File: src/hdl/pdp8_pkg.sv
`default_nettype none

package pdp8_pkg;

    localparam int WORD_W    = 12;    // Data word width
    localparam int ADDR_W    = 12;    // Address width
    localparam int MEM_WORDS = 4096;  // 4K core

    // Page zero locations that count up on an indirect reference
    localparam logic [ADDR_W-1:0] AUTO_LO = 12'o0010;
    localparam logic [ADDR_W-1:0] AUTO_HI = 12'o0017;

    // Major states of the processor
    typedef enum logic [4:0] {
        HALT = 5'd0,   // Stopped, front panel owns the machine
        F0   = 5'd1,   // Instruction fetch
        F1   = 5'd2,   // Decode, operate execution
        D0   = 5'd3,   // Pointer read
        D1   = 5'd4,   // Auto-index write-back
        E0   = 5'd5,   // Operand cycle
        E1   = 5'd6,   // ISZ write-back
        DB0  = 5'd7,   // Data break entry
        DB1  = 5'd8,   // Wait for channel write
        DB2  = 5'd9    // Data break exit
    } major_state_t;

    // Opcodes in IR[11:9]
    typedef enum logic [2:0] {
        OP_AND = 3'o0,
        OP_TAD = 3'o1,
        OP_ISZ = 3'o2,
        OP_DCA = 3'o3,
        OP_JMS = 3'o4,
        OP_JMP = 3'o5,
        OP_IOT = 3'o6,  // Executes as a no-op
        OP_OPR = 3'o7
    } opcode_t;

endpackage

`default_nettype wire

File: src/hdl/wb_bus_if.sv
`timescale 1ns/1ps
`default_nettype none

interface wb_bus_if;
    import pdp8_pkg::*;

    logic              cyc;    // Bus cycle in progress
    logic              stb;    // Transfer strobe
    logic              we;     // Write enable
    logic [ADDR_W-1:0] adr;
    logic [WORD_W-1:0] dat_w;
    logic [WORD_W-1:0] dat_r;
    logic              ack;    // One-cycle acknowledge

    modport master (
        output cyc, stb, we, adr, dat_w,
        input  dat_r, ack
    );

    modport slave (
        input  cyc, stb, we, adr, dat_w,
        output dat_r, ack
    );

endinterface

`default_nettype wire

File: src/hdl/data_break.sv
`timescale 1ns/1ps
`default_nettype none

module data_break (
    input  wire                            clk,
    input  wire                            reset,
    input  wire                            dev_valid,
    input  wire [pdp8_pkg::ADDR_W-1:0]     dev_addr,
    input  wire [pdp8_pkg::WORD_W-1:0]     dev_data,
    output logic                           dev_ready,
    output logic                           break_pending,
    wb_bus_if.master                       dma_bus
);
    import pdp8_pkg::*;

    logic              full;       // Buffer holds a word
    logic              accept;
    logic [ADDR_W-1:0] buf_addr;
    logic [WORD_W-1:0] buf_data;

    assign dev_ready     = !full;
    assign accept        = dev_valid && !full;
    assign break_pending = full;

    assign dma_bus.cyc   = full;
    assign dma_bus.stb   = full;
    assign dma_bus.we    = 1'b1;      // Device to memory only
    assign dma_bus.adr   = buf_addr;
    assign dma_bus.dat_w = buf_data;

    always_ff @(posedge clk) begin
        if (reset) full <= 1'b0;
        else if (accept) full <= 1'b1;
        else if (dma_bus.ack) full <= 1'b0;  // Released on write ack
    end

    always_ff @(posedge clk) begin
        if (accept) begin
            buf_addr <= dev_addr;
            buf_data <= dev_data;
        end
    end

    // A write request only follows a captured word
    a_stb_after_word: assert property (@(posedge clk) disable iff (reset)
        $rose(dma_bus.stb) |-> $past(accept))
        else $error("channel strobe without a buffered word");

    a_drop_after_ack: assert property (@(posedge clk) disable iff (reset)
        dma_bus.ack |=> !dma_bus.stb)
        else $error("channel strobe held after ack");

endmodule

`default_nettype wire

File: src/flat_wrapper.sv
// flat-port wrapper written by rule: the top's interface ports become plain ports
module data_break_flat import pdp8_pkg::*;
  (clk, reset, dev_valid, dev_addr, dev_data, dev_ready, break_pending, dma_bus_cyc, dma_bus_stb, dma_bus_we, dma_bus_adr, dma_bus_dat_w, dma_bus_dat_r, dma_bus_ack);
  wb_bus_if dma_bus_i ();
  input  wire clk;
  input  wire reset;
  input  wire dev_valid;
  input  wire [pdp8_pkg::ADDR_W-1:0] dev_addr;
  input  wire [pdp8_pkg::WORD_W-1:0] dev_data;
  output logic dev_ready;
  output logic break_pending;
  output wire logic [$bits(dma_bus_i.cyc)-1:0] dma_bus_cyc;
  output wire logic [$bits(dma_bus_i.stb)-1:0] dma_bus_stb;
  output wire logic [$bits(dma_bus_i.we)-1:0] dma_bus_we;
  output wire logic [$bits(dma_bus_i.adr)-1:0] dma_bus_adr;
  output wire logic [$bits(dma_bus_i.dat_w)-1:0] dma_bus_dat_w;
  input wire logic [$bits(dma_bus_i.dat_r)-1:0] dma_bus_dat_r;
  input wire logic [$bits(dma_bus_i.ack)-1:0] dma_bus_ack;
  assign dma_bus_cyc = dma_bus_i.cyc;
  assign dma_bus_stb = dma_bus_i.stb;
  assign dma_bus_we = dma_bus_i.we;
  assign dma_bus_adr = dma_bus_i.adr;
  assign dma_bus_dat_w = dma_bus_i.dat_w;
  assign dma_bus_i.dat_r = dma_bus_dat_r;
  assign dma_bus_i.ack = dma_bus_ack;
  data_break u_core (.clk(clk), .reset(reset), .dev_valid(dev_valid), .dev_addr(dev_addr), .dev_data(dev_data), .dev_ready(dev_ready), .break_pending(break_pending), .dma_bus(dma_bus_i));
endmodule
File: config.mk
export PLATFORM = sky130hd
export DESIGN_NAME = data_break_flat
export DESIGN_NICKNAME = d
export VERILOG_FILES = /design/src/hdl/pdp8_pkg.sv /design/src/hdl/wb_bus_if.sv /design/src/hdl/data_break.sv /design/src/flat_wrapper.sv
export SDC_FILE = /design/constraint.sdc
export NUM_CORES = 1
export LEC_CHECK = 0
export BUFFER_PORTS_ARGS = -buffer_cell sky130_fd_sc_hd__buf_2
export CORE_MARGIN = 2
export CORE_UTILIZATION = 32
export DETAILED_ROUTE_END_ITERATION = 8
export PLACE_DENSITY_LB_ADDON = 0.2
export SYNTH_ARGS = -nofsm -noshare
export SYNTH_HDL_FRONTEND = slang
export SYNTH_SLANG_ARGS = --single-unit
File: constraint.sdc
create_clock -name clk -period 1.8 [get_ports clk]
set_input_delay 0.18 -clock clk [delete_from_list [all_inputs] [get_ports clk]]
set_output_delay 0.18 -clock clk [all_outputs]
set_load 0.1 [all_outputs]
==> flow_summary.json <==
{
  "status": "finished, final reports clean",
  "ys_ff_latch": 25,
  "fmaxAchievable_mhz": 763,
  "final_cells": 121,
  "cts_made_buffers": 3,
  "crit_fanout": 6,
  "crit_family": "buffers and inverters",
  "synth_edf_count": 24,
  "design.core.area_mm2": 0.00241,
  "ant_nets": 0,
  "syn_area_per_cell_um2": 24.0,
  "path_depth": 1,
  "insertion_delay_ps": 300,
  "fin_area_mm2": 0.00113,
  "yosysTopAreaCell": "edfxtp_1",
  "maxCapViolCount": 0,
  "start_util": 0.329,
  "cts.sinks": 25,
  "dr_total_vias": 482,
  "synthFlopType": "edfxtp_1",
  "pwr-share-comb": 0.289,
  "p_seq_frac": 0.529,
  "crit_path_cell_trace": "buf_2",
  "io_buffers": 55,
  "io_pins": 69,
  "cts_resized": 0,
  "place_congestion": 0.587,
  "cp-startpoint": "u_core.break_pending",
  "p_per_area_mw_per_mm2": 1150,
  "postSynth.asyncResetShare": 0,
  "synthTopCellsByArea": "edfxtp_1, buf_4, dfxtp_1",
  "startpoint_type": "flip-flop",
  "rsz0062_at_grt": "no",
  "place_area_mm2": 0.00110,
  "cts_root_buf": "clkbuf_4",
  "crit_arrival_ps": 1130,
  "grt_pass1_wl_mm": 1.87,
  "crit_end": "break_pending",
  "p_leak_nw": 0.496,
  "use_met2": 0.150,
  "switching_share": 0.373,
  "yosysMostFrequentCell": "edfxtp_1",
  "clk_pin_slew_worst_paths_ps": 130,
  "fin_crit_ps": 1310,
  "yosysSeqAreaShare": 0.934,
  "ir_drop_v": 0.000526,
  "critPathCaptureType": "output port",
  "grt_most_used_layer": "met2",
  "synth.distinct_cells": 7,
  "cp_slowest_stage_delay_ps": 440,
  "die_y_um": 53.8,
  "synth_fp_nets": 73,
  "hold_buffers": 0,
  "hp-class": "in -> reg",
  "r2r_cells": 2,
  "crit-reg2reg-capture": "u_core.dma_bus.adr[0]",
  "fin_crit_sh": 0.729,
  "fin_worst_skew_ps": 3.82,
  "grt_pass1_vias": 437,
  "critPathBufInv": 1,
  "intPower_mw": 0.816,
  "routed_wl_mm": 1.31,
  "first_iter_violations": 7,
  "netSwitchingPower_mw": 0.485,
  "drive_gt1_frac": 0.703,
  "placed_cells": 117,
  "rows": 18,
  "reg2reg_from": "u_core.break_pending",
  "antenna_cells": 0,
  "fin_nets": 132,
  "cts_setup_buffers": 0,
  "cts_tree": "built",
  "clockBufferDepth": 2,
  "synth_warnings": 0,
  "overflow": 0,
  "dieArea_mm2": 0.00289,
  "maxSlewViolCount": 0,
  "met1_usage": 0.110,
  "antenna_found_initial": 0,
  "synth_top_area_share": 0.909,
  "yosys-top-cells-count": "edfxtp_1, buf_4, nor2b_1",
  "place_ws_ps": 809,
  "grt_max_degree": 16,
  "syn_to_final_growth_pct": 42.7,
  "p_clk_frac": 0.182,
  "viasPerCell": 3.98,
  "rrSetupSlack_ps": 810,
  "track_usage": 0.0940,
  "hold_violations": 0,
  "drc": 0,
  "finalPower_mw": 1.30,
  "required_ps": 1620,
  "grt_use_met3": 0.0500,
  "synth_area_um2": 793,
  "crit_path_top_delay_cell": "buf_2",
  "die_width_um": 53.8,
  "h-tree-depth": 1,
  "setup_viol": 0,
  "hold_ws_ps": 38.6,
  "postSynthCellCount": 33,
  "tns_ps": 0,
  "worst_slack_ps": 489,
  "critical_path_class": "reg -> out",
  "wl_per_cell_um": 10.9,
  "drt_pass1_iterations": 3,
  "postLayoutCoreUtil": 0.470,
  "dp.final_hpwl_mm": 1.07
}
-- power groups by stage --
| stage | Combinational (mW) | Clock [mW] | Sequential [mW] |
|---|---|---|---|
| 2_1_floorplan | 0.0665 | 0 | 0.952 |
| 3_3_place_gp | 0.376 | 0 | 0.701 |
| 3_5_place_dp | 0.378 | 0 | 0.703 |
| 4_1_cts | 0.378 | 0.255 | 0.689 |
| 5_1_grt | 0.387 | 0.275 | 0.692 |
| 6_report | 0.376 | 0.237 | 0.688 |
-- worst min path at each step --
stage                  from                       end  slack [ps]  cells after the start
5_1_grt         dev_addr[4]     u_core.dma_bus.adr[4]           8                      1
2_1_floorplan   dev_addr[0]     u_core.dma_bus.adr[0]         280                      0
4_1_cts        dev_data[11]  u_core.dma_bus.dat_w[11]          20                      1
6_report        dev_addr[9]     u_core.dma_bus.adr[9]          40                      1
3_5_place_dp    dev_data[9]   u_core.dma_bus.dat_w[9]         360                      1
3_3_place_gp    dev_data[9]   u_core.dma_bus.dat_w[9]         360                      1
-- flip-flops by register name, summed over array words and instances (netlist names) --
signal                count
u_core.dma_bus.adr       12
u_core.break_pending      1
u_core.dma_bus.dat_w     12
-- layer usage --
metal / share of wire / vias to the layer above
met1: 0.37 / 214
met4: 0 / 0
met2: 0.49 / 32
met5: 0 / -
met3: 0.13 / 0
li1: - / 236
-- cells by family (layout without fill, tap and decap cells) --
| kind of cell | count (synthesis) | in the layout | synth area share |
|---|---|---|---|
| buffers and inverters | 4 | 62 | 0.0331 |
| DFF | 25 | 25 | 0.934 |
| other | 1 | 1 | 0.00473 |
| and+or+nand+nor | 2 | 2 | 0.0158 |
| AOI/OAI and AO/OA | 1 | 1 | 0.0126 |
-- placed cells by master (no fill, tap or decap) --
cell type,synthesis,final
buf_2,0,55
edfxtp_1,24,24
clkbuf_4,0,3
buf_4,3,2
nor2b_2,0,1
inv_1,1,1
nor2b_1,2,1
o21ba_2,1,1
conb_1,1,1
clkinvlp_4,0,1
dfxtp_2,0,1
-- final cells by class --
class,count,area (µm²)
clock buffers,3,22.5
clock inverters,1,7.51
fillers,232,1280
inverters,1,3.75
multi-input cells,4,28.8
flip-flops and latches,25,742
well taps,30,37.5
repair buffers,57,290
No activity file was read; power rests on OpenSTA's default activity.
