File: config.mk
export PLATFORM = sky130hd
export DESIGN_NAME = bus_arbiter_flat
export DESIGN_NICKNAME = d
export VERILOG_FILES = /design/src/hdl/pdp8_pkg.sv /design/src/hdl/wb_bus_if.sv /design/src/hdl/bus_arbiter.sv /design/src/flat_wrapper.sv
export SDC_FILE = /design/constraint.sdc
export NUM_CORES = 1
export LEC_CHECK = 0
export BUFFER_PORTS_ARGS = -buffer_cell sky130_fd_sc_hd__buf_2
export CAP_MARGIN = 10
export CORE_ASPECT_RATIO = 0.5
export CORE_MARGIN = 10
export CORE_UTILIZATION = 36
export DETAILED_ROUTE_END_ITERATION = 16
export GPL_ROUTABILITY_DRIVEN = 0
export PLACE_DENSITY = 0.82
export SYNTH_ARGS = -nofsm -noshare
export SYNTH_HDL_FRONTEND = slang
export SYNTH_SLANG_ARGS = --single-unit
export TNS_END_PERCENT = 100
File: constraint.sdc
create_clock -name clk -period 1.4 [get_ports clk]
set_input_delay 0.14 -clock clk [delete_from_list [all_inputs] [get_ports clk]]
set_output_delay 0.14 -clock clk [all_outputs]
set_load 0.005 [all_outputs]
File: src/hdl/pdp8_pkg.sv
`default_nettype none

package pdp8_pkg;

    localparam int WORD_W    = 12;    // Data word width
    localparam int ADDR_W    = 12;    // Address width
    localparam int MEM_WORDS = 4096;  // 4K core

    // Page zero locations that count up on an indirect reference
    localparam logic [ADDR_W-1:0] AUTO_LO = 12'o0010;
    localparam logic [ADDR_W-1:0] AUTO_HI = 12'o0017;

    // Major states of the processor
    typedef enum logic [4:0] {
        HALT = 5'd0,   // Stopped, front panel owns the machine
        F0   = 5'd1,   // Instruction fetch
        F1   = 5'd2,   // Decode, operate execution
        D0   = 5'd3,   // Pointer read
        D1   = 5'd4,   // Auto-index write-back
        E0   = 5'd5,   // Operand cycle
        E1   = 5'd6,   // ISZ write-back
        DB0  = 5'd7,   // Data break entry
        DB1  = 5'd8,   // Wait for channel write
        DB2  = 5'd9    // Data break exit
    } major_state_t;

    // Opcodes in IR[11:9]
    typedef enum logic [2:0] {
        OP_AND = 3'o0,
        OP_TAD = 3'o1,
        OP_ISZ = 3'o2,
        OP_DCA = 3'o3,
        OP_JMS = 3'o4,
        OP_JMP = 3'o5,
        OP_IOT = 3'o6,  // Executes as a no-op
        OP_OPR = 3'o7
    } opcode_t;

endpackage

`default_nettype wire

File: src/hdl/wb_bus_if.sv
`timescale 1ns/1ps
`default_nettype none

interface wb_bus_if;
    import pdp8_pkg::*;

    logic              cyc;    // Bus cycle in progress
    logic              stb;    // Transfer strobe
    logic              we;     // Write enable
    logic [ADDR_W-1:0] adr;
    logic [WORD_W-1:0] dat_w;
    logic [WORD_W-1:0] dat_r;
    logic              ack;    // One-cycle acknowledge

    modport master (
        output cyc, stb, we, adr, dat_w,
        input  dat_r, ack
    );

    modport slave (
        input  cyc, stb, we, adr, dat_w,
        output dat_r, ack
    );

endinterface

`default_nettype wire

File: src/hdl/bus_arbiter.sv
`timescale 1ns/1ps
`default_nettype none

module bus_arbiter (
    input  wire         clk,
    input  wire         reset,
    wb_bus_if.slave     cpu_bus,
    wb_bus_if.slave     dma_bus,
    wb_bus_if.master    mem_bus
);

    logic busy;        // Bus cycle was open last cycle
    logic owner_dma;   // Holder of the grant
    logic owner_cyc;
    logic sel_dma;

    assign owner_cyc = owner_dma ? dma_bus.cyc : cpu_bus.cyc;
    // Fresh arbitration once the holder drops cyc, DMA first
    assign sel_dma   = (busy && owner_cyc) ? owner_dma : dma_bus.cyc;

    always_ff @(posedge clk) begin
        if (reset) begin
            busy      <= 1'b0;
            owner_dma <= 1'b0;
        end else begin
            busy      <= mem_bus.cyc;
            owner_dma <= sel_dma;
        end
    end

    assign mem_bus.cyc   = sel_dma ? dma_bus.cyc   : cpu_bus.cyc;
    assign mem_bus.stb   = sel_dma ? dma_bus.stb   : cpu_bus.stb;
    assign mem_bus.we    = sel_dma ? dma_bus.we    : cpu_bus.we;
    assign mem_bus.adr   = sel_dma ? dma_bus.adr   : cpu_bus.adr;
    assign mem_bus.dat_w = sel_dma ? dma_bus.dat_w : cpu_bus.dat_w;

    assign cpu_bus.ack   = mem_bus.ack && !sel_dma;   // Loser just waits
    assign dma_bus.ack   = mem_bus.ack && sel_dma;
    assign cpu_bus.dat_r = mem_bus.dat_r;
    assign dma_bus.dat_r = mem_bus.dat_r;

    a_one_ack: assert property (@(posedge clk) disable iff (reset)
        !(cpu_bus.ack && dma_bus.ack))
        else $error("both masters acked");

    // Grant hold keeps a pending request steady at memory
    a_req_stable: assert property (@(posedge clk) disable iff (reset)
        mem_bus.stb && !mem_bus.ack |=> mem_bus.stb && $stable(mem_bus.adr))
        else $error("request changed before ack");

endmodule

`default_nettype wire

File: src/flat_wrapper.sv
// flat-port wrapper written by rule: the top's interface ports become plain ports
module bus_arbiter_flat 
  (clk, reset, cpu_bus_cyc, cpu_bus_stb, cpu_bus_we, cpu_bus_adr, cpu_bus_dat_w, cpu_bus_dat_r, cpu_bus_ack, dma_bus_cyc, dma_bus_stb, dma_bus_we, dma_bus_adr, dma_bus_dat_w, dma_bus_dat_r, dma_bus_ack, mem_bus_cyc, mem_bus_stb, mem_bus_we, mem_bus_adr, mem_bus_dat_w, mem_bus_dat_r, mem_bus_ack);
  wb_bus_if cpu_bus_i ();
  wb_bus_if dma_bus_i ();
  wb_bus_if mem_bus_i ();
  input  wire clk;
  input  wire reset;
  input wire logic [$bits(cpu_bus_i.cyc)-1:0] cpu_bus_cyc;
  input wire logic [$bits(cpu_bus_i.stb)-1:0] cpu_bus_stb;
  input wire logic [$bits(cpu_bus_i.we)-1:0] cpu_bus_we;
  input wire logic [$bits(cpu_bus_i.adr)-1:0] cpu_bus_adr;
  input wire logic [$bits(cpu_bus_i.dat_w)-1:0] cpu_bus_dat_w;
  output wire logic [$bits(cpu_bus_i.dat_r)-1:0] cpu_bus_dat_r;
  output wire logic [$bits(cpu_bus_i.ack)-1:0] cpu_bus_ack;
  input wire logic [$bits(dma_bus_i.cyc)-1:0] dma_bus_cyc;
  input wire logic [$bits(dma_bus_i.stb)-1:0] dma_bus_stb;
  input wire logic [$bits(dma_bus_i.we)-1:0] dma_bus_we;
  input wire logic [$bits(dma_bus_i.adr)-1:0] dma_bus_adr;
  input wire logic [$bits(dma_bus_i.dat_w)-1:0] dma_bus_dat_w;
  output wire logic [$bits(dma_bus_i.dat_r)-1:0] dma_bus_dat_r;
  output wire logic [$bits(dma_bus_i.ack)-1:0] dma_bus_ack;
  output wire logic [$bits(mem_bus_i.cyc)-1:0] mem_bus_cyc;
  output wire logic [$bits(mem_bus_i.stb)-1:0] mem_bus_stb;
  output wire logic [$bits(mem_bus_i.we)-1:0] mem_bus_we;
  output wire logic [$bits(mem_bus_i.adr)-1:0] mem_bus_adr;
  output wire logic [$bits(mem_bus_i.dat_w)-1:0] mem_bus_dat_w;
  input wire logic [$bits(mem_bus_i.dat_r)-1:0] mem_bus_dat_r;
  input wire logic [$bits(mem_bus_i.ack)-1:0] mem_bus_ack;
  assign cpu_bus_i.cyc = cpu_bus_cyc;
  assign cpu_bus_i.stb = cpu_bus_stb;
  assign cpu_bus_i.we = cpu_bus_we;
  assign cpu_bus_i.adr = cpu_bus_adr;
  assign cpu_bus_i.dat_w = cpu_bus_dat_w;
  assign cpu_bus_dat_r = cpu_bus_i.dat_r;
  assign cpu_bus_ack = cpu_bus_i.ack;
  assign dma_bus_i.cyc = dma_bus_cyc;
  assign dma_bus_i.stb = dma_bus_stb;
  assign dma_bus_i.we = dma_bus_we;
  assign dma_bus_i.adr = dma_bus_adr;
  assign dma_bus_i.dat_w = dma_bus_dat_w;
  assign dma_bus_dat_r = dma_bus_i.dat_r;
  assign dma_bus_ack = dma_bus_i.ack;
  assign mem_bus_cyc = mem_bus_i.cyc;
  assign mem_bus_stb = mem_bus_i.stb;
  assign mem_bus_we = mem_bus_i.we;
  assign mem_bus_adr = mem_bus_i.adr;
  assign mem_bus_dat_w = mem_bus_i.dat_w;
  assign mem_bus_i.dat_r = mem_bus_dat_r;
  assign mem_bus_i.ack = mem_bus_ack;
  bus_arbiter u_core (.clk(clk), .reset(reset), .cpu_bus(cpu_bus_i), .dma_bus(dma_bus_i), .mem_bus(mem_bus_i));
endmodule
==> reports/metrics.csv <==
stage;metric;value;unit
global_route;grt_pass1_vias;1287;
route;wl_per_cell;15.5;um
clock_network;clk_pin_slew_worst_paths;30;ps
global_route;grt_overflow;0;
global_route;met2_usage;23.5;%
route;drtAntennaViolNets;0;
clock_network;cts_sinks;2;
global_route;grt.met1_usage;10.7;%
clock_network;htree_levels;1;
power;leakage;0.730;nW
timing;rsz0062_at_grt;true;
timing;slew_headroom;83.3;%
synth;yosys.area_share.xor_xnor;0;%
synth;synthCells;154;
synth;synth-compound-area-share;25.6;%
route;firstDrtPassIters;4;
timing;worstMarginPinSlew;250;ps
layout;drive_gt1_share;57.7;%
synth;ys_seq_elements;2;
layout;fin_nets;284;
layout;syn2layout_area_growth;29.0;%
die;num_rows;14;
placed_design;portBuffers;85;
hold_path;worstHoldStart;reset;
hold_path;whs_path_depth;2;
hold_path;hold-path-endpoint;u_core.owner_dma;
global_route;grt_pass1_wl;5840;um
global_route;grt_max_degree;33;
global_route;grt-busiest-layer;met2;
timing;period_needed;1430;ps
timing;setup_slack;-34.0;ps
power;p_int;0.473;mW
synth;synth.top_cell.area_share;20.5;%
critical_path;crit_path_start_kind;flop;
synth;yosys-mux-area-fraction;0;%
timing;finalHoldViolCount;0;
hold_path;hold_path_class;input port to flop;
power;power_density;488;nW/um2
job;maxCapViolCount;0;
global_route;grtUsageTotal;11.8;%
clock_network;cts_tree;yes;
layout;fin_util;49.1;%
critical_path;worst_r2r_endpoint;u_core.owner_dma;
layout;antenna_cells;0;
clock_network;clkLatencyLatePin;220;ps
die;dieArea;6030;um2
clock_network;cts_buffers;3;
synth;yosysWarningCount;0;
route;avgViaCountPerCell;5.21;
status;outcome;finished, violations left;
timing;report.final.setup_viol;1;
critical_path;reg2reg_from;u_core.owner_dma;
global_route;antenna_found_initial;0;
die;die_w;100;um
route;drt_iter0_drc;65;
critical_path;ff2ff_path_depth;4;
power;p_sw;0.258;mW
status;violations;negative setup slack;
die;die_h;60.2;um
power;seqPwrFrac;8.8;%
die;core;3050;um2
critical_path;endpoint_kind;output pin;
power;vdd_drop_max;0.248;mV
power;swShare;35.3;%
synth;ys.flop_type;dfxtp_1;
synth;synth.area.top_cells;o211ai_2, nand4b_1, buf_4;
timing;clock.fmax;697;MHz
critical_path;cp_max_fo;11;
synth;syn_area;1160;um2
synth;synthDistinctLibCells;19;
timing;drv_slew;0;
critical_path;crit_required;1260;ps
route;drt-total-wl;3920;um
global_route;use_met3;3.68;%
die;io-pin-count;122;
critical_path;arrival;1290;ps
synth;synthSimpleGateAreaFrac;46.1;%
die;start_util;38.1;%
clock_network;cts_root_buf;clkbuf_8;
critical_path;path_class;flop to output pin;
synth;async_flop_share;0;%
power;power_frac_clock;32.1;%
timing;setup_tns;-34.0;ps
synth;syn_nets;223;
synth;avgSynthCellArea;7.54;um2
synth;synth_fa_ha_area_share;0;%
critical_path;r2r_slack;360;ps
clock_network;clockBufferDepth;2;
route;drcViolationCount;0;
critical_path;cp-startpoint;u_core.owner_dma;
timing;finalCritPeriodShare;102;%
synth;synth_top_family_by_area;simple AND/OR/NAND/NOR gates;
power;combinationalPowerShare;59.1;%
synth;ys_seq_area_share;3.45;%
placed_design;dp_hpwl;3230;um
timing;skew;1.29;ps
synth;synth_top_area_cell;o211ai_2;
route;via_count;1319;
synth;synth_edf_count;0;
==> cells by family after synthesis <==
logic type	Yosys count
AO/OA/AOI/OAI	27
flip-flops	2
buffers and inverters	41
AND/OR/NAND/NOR	84
==> worst max path at each step <==
stage / cells past startpoint / end / slack, ps
2_1_floorplan: 5 / mem_bus_adr[0] / 230
3_3_place_gp: 4 / mem_bus_dat_w[9] / 240
3_5_place_dp: 4 / mem_bus_dat_w[11] / 170
4_1_cts: 4 / mem_bus_dat_w[11] / -30
5_1_grt: 4 / mem_bus_dat_w[11] / -60
6_report: 4 / mem_bus_dat_w[11] / -30
==> what timing repair did <==
action | in CTS | in global routing
buffers inserted | 0 | 1
resized for setup | 0 | 6
hold buffers | 0 | 0
endpoints found under the hold margin | 0 | 0
pin swaps | 1 | 4
setup endpoints to repair | 18 | 24
==> Yosys cell counts, types with 2 or more instances <==
cell and count:
dfxtp_1 2, clkbuf_1 9, nand2b_1 26, nand2_1 26, o211ai_1 7, o211ai_2 19
buf_4 25, nand4b_1 26, buf_2 4
==> area by class of cell <==
class                      count  area, um2
clock buffer                   3       41.3
sequential                     2       41.3
multi-input combinational    111        835
fill                         316       1550
timing repair buffer          97        531
tap                           40       50.0
==> flip-flops by register name, indices dropped and copies added, names as in the netlist <==
| register | count |
|---|---|
| u_core.busy | 1 |
| u_core.owner_dma | 1 |
==> cells in the final DEF (no fill, tap or decap), types with 2 or more instances in the layout <==
master / instances
buf_2: 85
nand2_1: 26
nand4b_1: 26
nand2b_1: 26
o211ai_2: 19
buf_4: 9
o211ai_1: 7
clkbuf_8: 3
buf_6: 2
==> power groups by stage <==
| stage | clock network [mW] | registers (mW) | logic, mW |
|---|---|---|---|
| after floorplan | 0 | 0.0641 | 0.292 |
| after global placement | 0 | 0.0639 | 0.418 |
| after detailed placement | 0 | 0.0646 | 0.430 |
| after CTS | 0.238 | 0.0638 | 0.431 |
| after global routing | 0.249 | 0.0651 | 0.477 |
| final | 0.234 | 0.0647 | 0.432 |
==> critical path, stage by stage, from the launching register on <==
cell and delay (ps):
dfxtp_2 320, and3b_2 240, buf_8 150, o211ai_1 210, buf_2 150
==> through the flow <==
stage	instance area [um2]	total power, mW	hold slack [ps]	cells	worst slack, ps
after global routing	1500	0.792	105	253	-59.2
after floorplan	1160	0.356	210	154	226
after global placement	1430	0.482	280	249	244
after detailed placement	1430	0.494	280	249	170
after CTS	1470	0.733	108	252	-28.9
final	1500	0.731	99.1	253	-34.0
==> metal layers <==
| layer | share of wire, % | wire (um) |
|---|---|---|
| met1 | 34 | 1320 |
| met4 | 1.6 | 63 |
| met2 | 57 | 2230 |
| met5 | 0 | 0 |
| met3 | 8.0 | 315 |
No activity file was read; power rests on OpenSTA's default activity.
