--- config.mk ---
export PLATFORM = sky130hd
export DESIGN_NAME = cpu_core_flat
export DESIGN_NICKNAME = d
export VERILOG_FILES = /design/src/hdl/pdp8_pkg.sv /design/src/hdl/wb_bus_if.sv /design/src/hdl/major_state.sv /design/src/hdl/cpu_core.sv /design/src/flat_wrapper.sv
export SDC_FILE = /design/constraint.sdc
export NUM_CORES = 1
export LEC_CHECK = 0
export BUFFER_PORTS_ARGS = -buffer_cell sky130_fd_sc_hd__buf_2
export CAP_MARGIN = 20
export CORE_MARGIN = 2
export CORE_UTILIZATION = 55
export DETAILED_ROUTE_END_ITERATION = 8
export HOLD_SLACK_MARGIN = 0.02
export PLACE_DENSITY = 0.76
export RECOVER_POWER = 100
export SLEW_MARGIN = 20
export SYNTH_ARGS = -nofsm -noshare
export SYNTH_HDL_FRONTEND = slang
export SYNTH_SLANG_ARGS = --single-unit
--- constraint.sdc ---
create_clock -name clk -period 5.5 [get_ports clk]
set_input_delay 1.1 -clock clk [delete_from_list [all_inputs] [get_ports clk]]
set_output_delay 1.1 -clock clk [all_outputs]
set_load 0.005 [all_outputs]
--- src/hdl/pdp8_pkg.sv ---
`default_nettype none

package pdp8_pkg;

    localparam int WORD_W    = 12;    // Data word width
    localparam int ADDR_W    = 12;    // Address width
    localparam int MEM_WORDS = 4096;  // 4K core

    // Page zero locations that count up on an indirect reference
    localparam logic [ADDR_W-1:0] AUTO_LO = 12'o0010;
    localparam logic [ADDR_W-1:0] AUTO_HI = 12'o0017;

    // Major states of the processor
    typedef enum logic [4:0] {
        HALT = 5'd0,   // Stopped, front panel owns the machine
        F0   = 5'd1,   // Instruction fetch
        F1   = 5'd2,   // Decode, operate execution
        D0   = 5'd3,   // Pointer read
        D1   = 5'd4,   // Auto-index write-back
        E0   = 5'd5,   // Operand cycle
        E1   = 5'd6,   // ISZ write-back
        DB0  = 5'd7,   // Data break entry
        DB1  = 5'd8,   // Wait for channel write
        DB2  = 5'd9    // Data break exit
    } major_state_t;

    // Opcodes in IR[11:9]
    typedef enum logic [2:0] {
        OP_AND = 3'o0,
        OP_TAD = 3'o1,
        OP_ISZ = 3'o2,
        OP_DCA = 3'o3,
        OP_JMS = 3'o4,
        OP_JMP = 3'o5,
        OP_IOT = 3'o6,  // Executes as a no-op
        OP_OPR = 3'o7
    } opcode_t;

endpackage

`default_nettype wire

--- src/hdl/wb_bus_if.sv ---
`timescale 1ns/1ps
`default_nettype none

interface wb_bus_if;
    import pdp8_pkg::*;

    logic              cyc;    // Bus cycle in progress
    logic              stb;    // Transfer strobe
    logic              we;     // Write enable
    logic [ADDR_W-1:0] adr;
    logic [WORD_W-1:0] dat_w;
    logic [WORD_W-1:0] dat_r;
    logic              ack;    // One-cycle acknowledge

    modport master (
        output cyc, stb, we, adr, dat_w,
        input  dat_r, ack
    );

    modport slave (
        input  cyc, stb, we, adr, dat_w,
        output dat_r, ack
    );

endinterface

`default_nettype wire

--- src/hdl/major_state.sv ---
`timescale 1ns/1ps
`default_nettype none

module major_state (
    input  wire                            clk,
    input  wire                            reset,
    input  wire                            run,
    input  wire                            ack,
    input  wire [pdp8_pkg::WORD_W-1:0]     instruction,
    input  wire                            auto_index,
    input  wire                            break_pending,
    input  wire                            halt_op,
    output pdp8_pkg::major_state_t         state
);
    import pdp8_pkg::*;

    opcode_t      op;
    logic         indirect;
    logic         mri;           // Memory reference instruction
    logic         finish;        // Instruction boundary this cycle
    major_state_t next_state;
    major_state_t resume_state;  // Where DB2 returns to

    assign op       = opcode_t'(instruction[11:9]);
    assign indirect = instruction[8];
    assign mri      = (op != OP_IOT) && (op != OP_OPR);

    always_comb begin
        next_state = state;
        finish     = 1'b0;
        case (state)
            HALT: if (run) next_state = F0;
            F0: if (ack) next_state = F1;
            F1: begin
                if (mri && indirect) next_state = D0;
                else if (mri && op != OP_JMP) next_state = E0;
                else finish = 1'b1;   // Direct JMP, OPR, IOT
            end
            D0: begin
                if (ack) begin
                    if (auto_index) next_state = D1;
                    else if (op == OP_JMP) finish = 1'b1;
                    else next_state = E0;
                end
            end
            D1: begin
                if (ack) begin
                    if (op == OP_JMP) finish = 1'b1;
                    else next_state = E0;
                end
            end
            E0: begin
                if (ack) begin
                    if (op == OP_ISZ) next_state = E1;
                    else finish = 1'b1;
                end
            end
            E1: if (ack) finish = 1'b1;
            DB0: next_state = DB1;
            DB1: if (!break_pending) next_state = DB2;  // Channel write done
            DB2: next_state = resume_state;
            default: next_state = HALT;
        endcase

        // End of instruction: halt beats a break, a break beats the next fetch
        if (finish) begin
            if (halt_op) next_state = HALT;
            else if (break_pending) next_state = DB0;
            else next_state = F0;
        end
    end

    always_ff @(posedge clk) begin
        if (reset) begin
            state        <= HALT;
            resume_state <= F0;
        end else begin
            state <= next_state;
            if (finish) resume_state <= halt_op ? HALT : F0;
        end
    end

    a_state_legal: assert property (@(posedge clk) disable iff (reset)
        state inside {HALT, F0, F1, D0, D1, E0, E1, DB0, DB1, DB2})
        else $error("major state out of range");

endmodule

`default_nettype wire

--- src/hdl/cpu_core.sv ---
`timescale 1ns/1ps
`default_nettype none

module cpu_core (
    input  wire                            clk,
    input  wire                            reset,
    input  wire                            run,
    input  wire [pdp8_pkg::ADDR_W-1:0]     start_addr,
    input  wire                            break_pending,
    wb_bus_if.master                       cpu_bus,
    output logic [pdp8_pkg::WORD_W-1:0]    ac,
    output logic [pdp8_pkg::WORD_W-1:0]    pc,
    output logic                           link,
    output logic                           halted
);
    import pdp8_pkg::*;

    major_state_t      state;
    opcode_t           op;
    logic [WORD_W-1:0] ir;
    logic [ADDR_W-1:0] ma;          // Memory address
    logic [WORD_W-1:0] md;          // Pointer plus one or ISZ count
    logic              ack_gap;     // Idle cycle after each ack
    logic              auto_index;
    logic              halt_op;
    logic              bus_state;
    logic [ADDR_W-1:0] ea;          // Effective address
    logic [WORD_W:0]   tad_sum;     // Carry in top bit
    logic [WORD_W-1:0] opr_ac;
    logic              opr_link;
    logic              opr_skip;

    major_state u_seq (
        .clk           (clk),
        .reset         (reset),
        .run           (run),
        .ack           (cpu_bus.ack),
        .instruction   (ir),
        .auto_index    (auto_index),
        .break_pending (break_pending),
        .halt_op       (halt_op),
        .state         (state)
    );

    assign op         = opcode_t'(ir[11:9]);
    assign ea         = {ir[7] ? ma[11:7] : 5'b0, ir[6:0]};  // Current page or page zero
    assign auto_index = (ma >= AUTO_LO) && (ma <= AUTO_HI);
    assign halt_op    = (op == OP_OPR) && ir[8] && !ir[0] && ir[1];
    assign halted     = (state == HALT);
    assign tad_sum    = {1'b0, ac} + {1'b0, cpu_bus.dat_r};

    assign bus_state     = state inside {F0, D0, D1, E0, E1};
    assign cpu_bus.cyc   = bus_state && !ack_gap;
    assign cpu_bus.stb   = bus_state && !ack_gap;
    assign cpu_bus.adr   = (state == F0) ? pc : ma;
    assign cpu_bus.we    = (state == D1) || (state == E1) ||
                           (state == E0 && (op == OP_DCA || op == OP_JMS));
    assign cpu_bus.dat_w = (state == D1 || state == E1) ? md :
                           (op == OP_DCA) ? ac : pc;   // JMS stores return address

    // Operate microinstructions in PDP-8 event order
    always_comb begin
        logic [WORD_W-1:0] acc;
        logic              lnk;
        logic              cond;
        acc      = ac;
        lnk      = link;
        cond     = 1'b0;
        opr_skip = 1'b0;
        if (!ir[8]) begin
            if (ir[7]) acc = '0;                   // CLA
            if (ir[6]) lnk = 1'b0;                 // CLL
            if (ir[5]) acc = ~acc;                 // CMA
            if (ir[4]) lnk = ~lnk;                 // CML
            if (ir[0]) {lnk, acc} = {lnk, acc} + 1'b1;  // IAC, carry flips L
        end else if (!ir[0]) begin
            cond = (ir[6] && acc[11]) || (ir[5] && acc == '0) || (ir[4] && lnk);
            opr_skip = cond ^ ir[3];               // Reverse sense
            if (ir[7]) acc = '0;
        end
        opr_ac   = acc;
        opr_link = lnk;
    end

    always_ff @(posedge clk) begin
        if (reset) begin
            pc      <= '0;
            ac      <= '0;
            link    <= 1'b0;
            ir      <= '0;
            ack_gap <= 1'b0;
        end else begin
            ack_gap <= cpu_bus.ack;
            case (state)
                HALT: if (run) pc <= start_addr;
                F0: if (cpu_bus.ack) begin
                    ir <= cpu_bus.dat_r;
                    ma <= pc;                      // Keeps the instruction page
                    pc <= pc + 1'b1;
                end
                F1: begin
                    ma <= ea;
                    if (op == OP_JMP && !ir[8]) pc <= ea;
                    if (op == OP_OPR) begin
                        ac   <= opr_ac;
                        link <= opr_link;
                        if (opr_skip) pc <= pc + 1'b1;
                    end
                end
                D0: if (cpu_bus.ack) begin
                    if (auto_index) md <= cpu_bus.dat_r + 1'b1;
                    else ma <= cpu_bus.dat_r;
                    if (!auto_index && op == OP_JMP) pc <= cpu_bus.dat_r;
                end
                D1: if (cpu_bus.ack) begin
                    ma <= md;                      // Incremented pointer
                    if (op == OP_JMP) pc <= md;
                end
                E0: if (cpu_bus.ack) begin
                    case (op)
                        OP_AND: ac <= ac & cpu_bus.dat_r;
                        OP_TAD: begin
                            ac   <= tad_sum[WORD_W-1:0];
                            link <= link ^ tad_sum[WORD_W];
                        end
                        OP_ISZ: md <= cpu_bus.dat_r + 1'b1;
                        OP_DCA: ac <= '0;
                        OP_JMS: pc <= ma + 1'b1;
                        default: ;
                    endcase
                end
                E1: if (cpu_bus.ack && md == '0) pc <= pc + 1'b1;  // ISZ skip
                default: ;
            endcase
        end
    end

endmodule

`default_nettype wire

--- src/flat_wrapper.sv ---
// flat-port wrapper written by rule: the top's interface ports become plain ports
module cpu_core_flat import pdp8_pkg::*;
  (clk, reset, run, start_addr, break_pending, ac, pc, link, halted, cpu_bus_cyc, cpu_bus_stb, cpu_bus_we, cpu_bus_adr, cpu_bus_dat_w, cpu_bus_dat_r, cpu_bus_ack);
  wb_bus_if cpu_bus_i ();
  input  wire clk;
  input  wire reset;
  input  wire run;
  input  wire [pdp8_pkg::ADDR_W-1:0] start_addr;
  input  wire break_pending;
  output logic [pdp8_pkg::WORD_W-1:0] ac;
  output logic [pdp8_pkg::WORD_W-1:0] pc;
  output logic link;
  output logic halted;
  output wire logic [$bits(cpu_bus_i.cyc)-1:0] cpu_bus_cyc;
  output wire logic [$bits(cpu_bus_i.stb)-1:0] cpu_bus_stb;
  output wire logic [$bits(cpu_bus_i.we)-1:0] cpu_bus_we;
  output wire logic [$bits(cpu_bus_i.adr)-1:0] cpu_bus_adr;
  output wire logic [$bits(cpu_bus_i.dat_w)-1:0] cpu_bus_dat_w;
  input wire logic [$bits(cpu_bus_i.dat_r)-1:0] cpu_bus_dat_r;
  input wire logic [$bits(cpu_bus_i.ack)-1:0] cpu_bus_ack;
  assign cpu_bus_cyc = cpu_bus_i.cyc;
  assign cpu_bus_stb = cpu_bus_i.stb;
  assign cpu_bus_we = cpu_bus_i.we;
  assign cpu_bus_adr = cpu_bus_i.adr;
  assign cpu_bus_dat_w = cpu_bus_i.dat_w;
  assign cpu_bus_i.dat_r = cpu_bus_dat_r;
  assign cpu_bus_i.ack = cpu_bus_ack;
  cpu_core u_core (.clk(clk), .reset(reset), .run(run), .start_addr(start_addr), .break_pending(break_pending), .cpu_bus(cpu_bus_i), .ac(ac), .pc(pc), .link(link), .halted(halted));
endmodule
==> results.sh <==
export IMPL_period_share=0.7782
export IMPL_drt_wl_total_um=23480
export IMPL_fmax_mhz=233.6
export IMPL_grt_usage=0.3661
export IMPL_maxSlewHeadroom=-0.3601
export IMPL_core_um2=11420
export IMPL_setup_viol=0
export IMPL_end_kind="output pin"
export IMPL_slowest_delay_ns=1.24
export IMPL_fin_skew_ns=0.006102
export IMPL_violations="design-rule violations, max-capacitance violations, max-slew violations"
export IMPL_rsz0062_at_grt="no"
export IMPL_cts_htree_levels=3
export IMPL_hpwl_um=16770
export IMPL_antenna_found_initial=0
export IMPL_initial_core_util=0.5616
export IMPL_final_net_count=928
export IMPL_synth_top_area_share=0.1374
export IMPL_tightest_slew_ns=2.040
export IMPL_p_leak_nw=2.586
export IMPL_slew_viol_final=70
export IMPL_vias_per_cell=6.971
export IMPL_place_congestion=0.9501
export IMPL_ir_drop_uv=200.7
export IMPL_antennaDiodeCount=0
export IMPL_synth_fp_nets=896
export IMPL_root_buffer="clkbuf_16"
export IMPL_grtUsageMet2=0.5721
export IMPL_use_met3=0.06641
export IMPL_die_y_um=112.0
export IMPL_yosys_warnings=0
export IMPL_cts_resized=0
export IMPL_grt_max_degree=40
export IMPL_power_frac_clock=0.387
export IMPL_drc=4
export IMPL_synth_edf_count=24
export IMPL_syn_area_um2=6412
export IMPL_p_seq_frac=0.400
export IMPL_synthAdderAreaFrac=0.03629
export IMPL_synth_top_family_by_area="compound AO/OA/AOI/OAI gates"
export IMPL_num_vias=7173
export IMPL_wl_per_cell_um=22.82
export IMPL_crit_slowest_cell="clkbuf_1"
export IMPL_power_switching_uw=521.2
export IMPL_clk_pin_slew_worst_paths_ns=0.06
export IMPL_std_cell_rows=39
export IMPL_start_kind="flop"
export IMPL_drt_iter0_drc=914
export IMPL_synth_mux_area_frac=0.04546
export IMPL_drive_above_1_share=0.1174
export IMPL_avgSynthCellArea_um2=7.553
export IMPL_grt_overflow_total=0
export IMPL_clkSinkCount=68
export IMPL_busiest_layer="met2"
export IMPL_clkLatencyLatePin_ns=0.34
export IMPL_powerDensity_nw_per_um2=223.4
export IMPL_grtUsageMet1=0.4649
export IMPL_portBuffers=81
export IMPL_netSwitchingFraction=0.3324
export IMPL_crit_required_ns=4.40
export IMPL_r2r_start="u_core.ir[5]"
export IMPL_intPower_mw=1.047
export IMPL_cts_buffers=9
export IMPL_drv_cap=2
export IMPL_synthTopCellsByArea="dfxtp_1 (14%), edfxtp_1 (11%), nand2_1 (6.2%)"
export IMPL_die_w_um=112.0
export IMPL_dieArea_um2=12540
export IMPL_finalSetupTns_ns=0
export IMPL_ant_nets=0
export IMPL_startpoint="u_core.u_seq.state[1]"
export IMPL_crit_fanout=29
export IMPL_synthArstFlopShare=0
export IMPL_grt_first_pass_wirelength_um=36140
export IMPL_seq_area_frac_synth=0.2498
export IMPL_cp_arrival_ns=3.18
export IMPL_final_area_um2=7018
export IMPL_path_class="reg2out"
export IMPL_cts_tree="built"
export IMPL_final_cells=1029
export IMPL_cts_hold_buf=0
export IMPL_post_cts_buffers=0
export IMPL_final_min_clock_period_ns=4.280
export IMPL_hp_class="reg2reg"
export IMPL_finalHoldViolCount=0
export IMPL_yosys_area_share_simple=0.2728
export IMPL_status="finished with violations"
export IMPL_synthFlopType="dfxtp_1"
export IMPL_path_cells="nor3b_1, nand2_1, clkbuf_1, a21oi_1, or2_2, buf_2"
export IMPL_synth_compound_area_share=0.2775
export IMPL_fillCellCount=1077
export IMPL_area_delta_synth_final_pct=9.444
export IMPL_synth_top_area_cell="dfxtp_1"
export IMPL_grt_pass1_vias=6771
export IMPL_comb_power_share=0.213
export IMPL_dp_cells=1013
export IMPL_netlist_instances=849
export IMPL_synth_seq_cells=68
export IMPL_place_area_um2=6783
export IMPL_pin_count=82
export IMPL_dr_pass1_iters=9
export IMPL_synth_cell_types=80
export IMPL_synth_xor_area_share=0.06146
export IMPL_worstHoldStart="u_core.ir[2]"
export IMPL_clockBufferDepth=2
[worst max-delay path, delay by kind of cell (launching register included)]
family                 cells  cell delay, ns
AO/OA/AOI/OAI              1            0.05
AND/OR/NAND/NOR            3            0.67
buffers and inverters      2            1.36
flip-flops                 1            0.73
[cells in the mapped netlist (4+ instances only)]
| cell | count |
|---|---|
| a311oi_1 | 5 |
| nor3b_1 | 4 |
| ha_1 | 17 |
| nor2b_1 | 17 |
| nand4_1 | 11 |
| a22oi_1 | 22 |
| o211ai_1 | 15 |
| nor3_1 | 32 |
| edfxtp_1 | 24 |
| a31oi_1 | 9 |
| a32o_1 | 4 |
| nor2_1 | 65 |
| and2_1 | 8 |
| a211o_1 | 4 |
| a221oi_1 | 11 |
| and3_1 | 9 |
| nand3_1 | 35 |
| clkbuf_1 | 51 |
| nor4_1 | 6 |
| o21ai_0 | 54 |
| buf_2 | 12 |
| a32oi_1 | 5 |
| or3_1 | 5 |
| xor2_1 | 15 |
| a211oi_1 | 15 |
| and4_1 | 4 |
| xnor2_1 | 30 |
| nand2_1 | 106 |
| a21o_1 | 5 |
| a21oi_1 | 59 |
| dfxtp_1 | 44 |
| o31ai_1 | 6 |
| buf_1 | 4 |
| o21a_1 | 4 |
| mux2_2 | 9 |
| inv_1 | 18 |
| or2_2 | 4 |
| nor4b_1 | 4 |
| nand2b_1 | 11 |
| mux2i_1 | 19 |
| a2111oi_0 | 4 |
| o211a_1 | 4 |
[power by group through the flow]
| stage | Combinational, mW | Clock, mW | Sequential, mW |
|---|---|---|---|
| floorplan | 0.253 | 0 | 0.579 |
| global placement | 0.325 | 0 | 0.633 |
| detailed placement | 0.333 | 0 | 0.634 |
| CTS | 0.334 | 0.604 | 0.623 |
| global route | 0.363 | 0.625 | 0.629 |
| finish | 0.334 | 0.607 | 0.627 |
[cells in the final DEF, fill, tap and decap left out, types with 11 or more instances in the layout]
cell,Yosys,layout
nand2_1,106,106
nor2_1,65,66
a21oi_1,59,59
buf_2,12,55
o21ai_0,54,54
dfxtp_1,44,44
nand3_1,35,35
nor3_1,32,32
xnor2_1,30,30
clkbuf_1,51,29
edfxtp_1,24,24
a22oi_1,22,22
mux2i_1,19,19
inv_1,18,18
nor2b_1,17,17
ha_1,17,17
xor2_1,15,15
o211ai_1,15,15
a211oi_1,15,15
nand4_1,11,12
nand2b_1,11,11
a221oi_1,11,11
[worst paths after layout]
path,end,slack [ns],depth (start not counted)
worst max-delay path,cpu_bus_we,1.22,6
worst min-delay path,u_core.ir[2],0.49,2
worst max register to register,u_core.pc[7],1.68,7
worst min register to register,u_core.ir[2],0.49,2
[routing by layer]
metal	vias to the layer above	wire length, um
li1	3236	-
met1	3311	9020
met2	501	10400
met3	125	2477
met4	0	1586
met5	-	0
[final cells by class]
type                            instances  area, um2  area share
Clock inverter                          6      61.31    0.008736
Inverter                               18      67.56    0.009627
Multi-Input combinational cell        693       4436      0.6320
Tap cell                              143      178.9     0.02549
Sequential cell                        68       1602      0.2282
Clock buffer                           10      239.0     0.03405
Timing Repair Buffer                   91      434.2     0.06186
[metrics by stage]
| stage | hold WS [ns] | utilization | setup slack [ns] | power [mW] |
|---|---|---|---|---|
| global placement | 0.4765 | 0.5937 | 2.200 | 0.9582 |
| floorplan | 0.4420 | - | 2.500 | 0.8317 |
| global route | 0.5254 | 0.6146 | 1.147 | 1.617 |
| CTS | 0.4870 | 0.6203 | 1.899 | 1.561 |
| finish | 0.4936 | 0.6146 | 1.220 | 1.568 |
| detailed placement | 0.4762 | 0.5940 | 2.133 | 0.9666 |
[state kept, by name, summed over array words and instances, names as in the netlist]
name / flops
u_core.ac: 12
u_core.ack_gap: 1
u_core.ir: 12
u_core.link: 1
u_core.ma: 12
u_core.md: 12
u_core.pc: 12
u_core.u_seq.resume_state: 1
u_core.u_seq.state: 5
[cells by family (layout without fill, tap and decap cells)]
| family | Yosys count | in the layout |
|---|---|---|
| xor+xnor | 45 | 45 |
| compound gates | 257 | 257 |
| mux | 28 | 28 |
| fa+ha+maj | 18 | 18 |
| buf+inv | 88 | 125 |
| simple gates | 344 | 344 |
| flops | 68 | 68 |
| other cells | 1 | 1 |
Power figures use the tool's default switching activity.
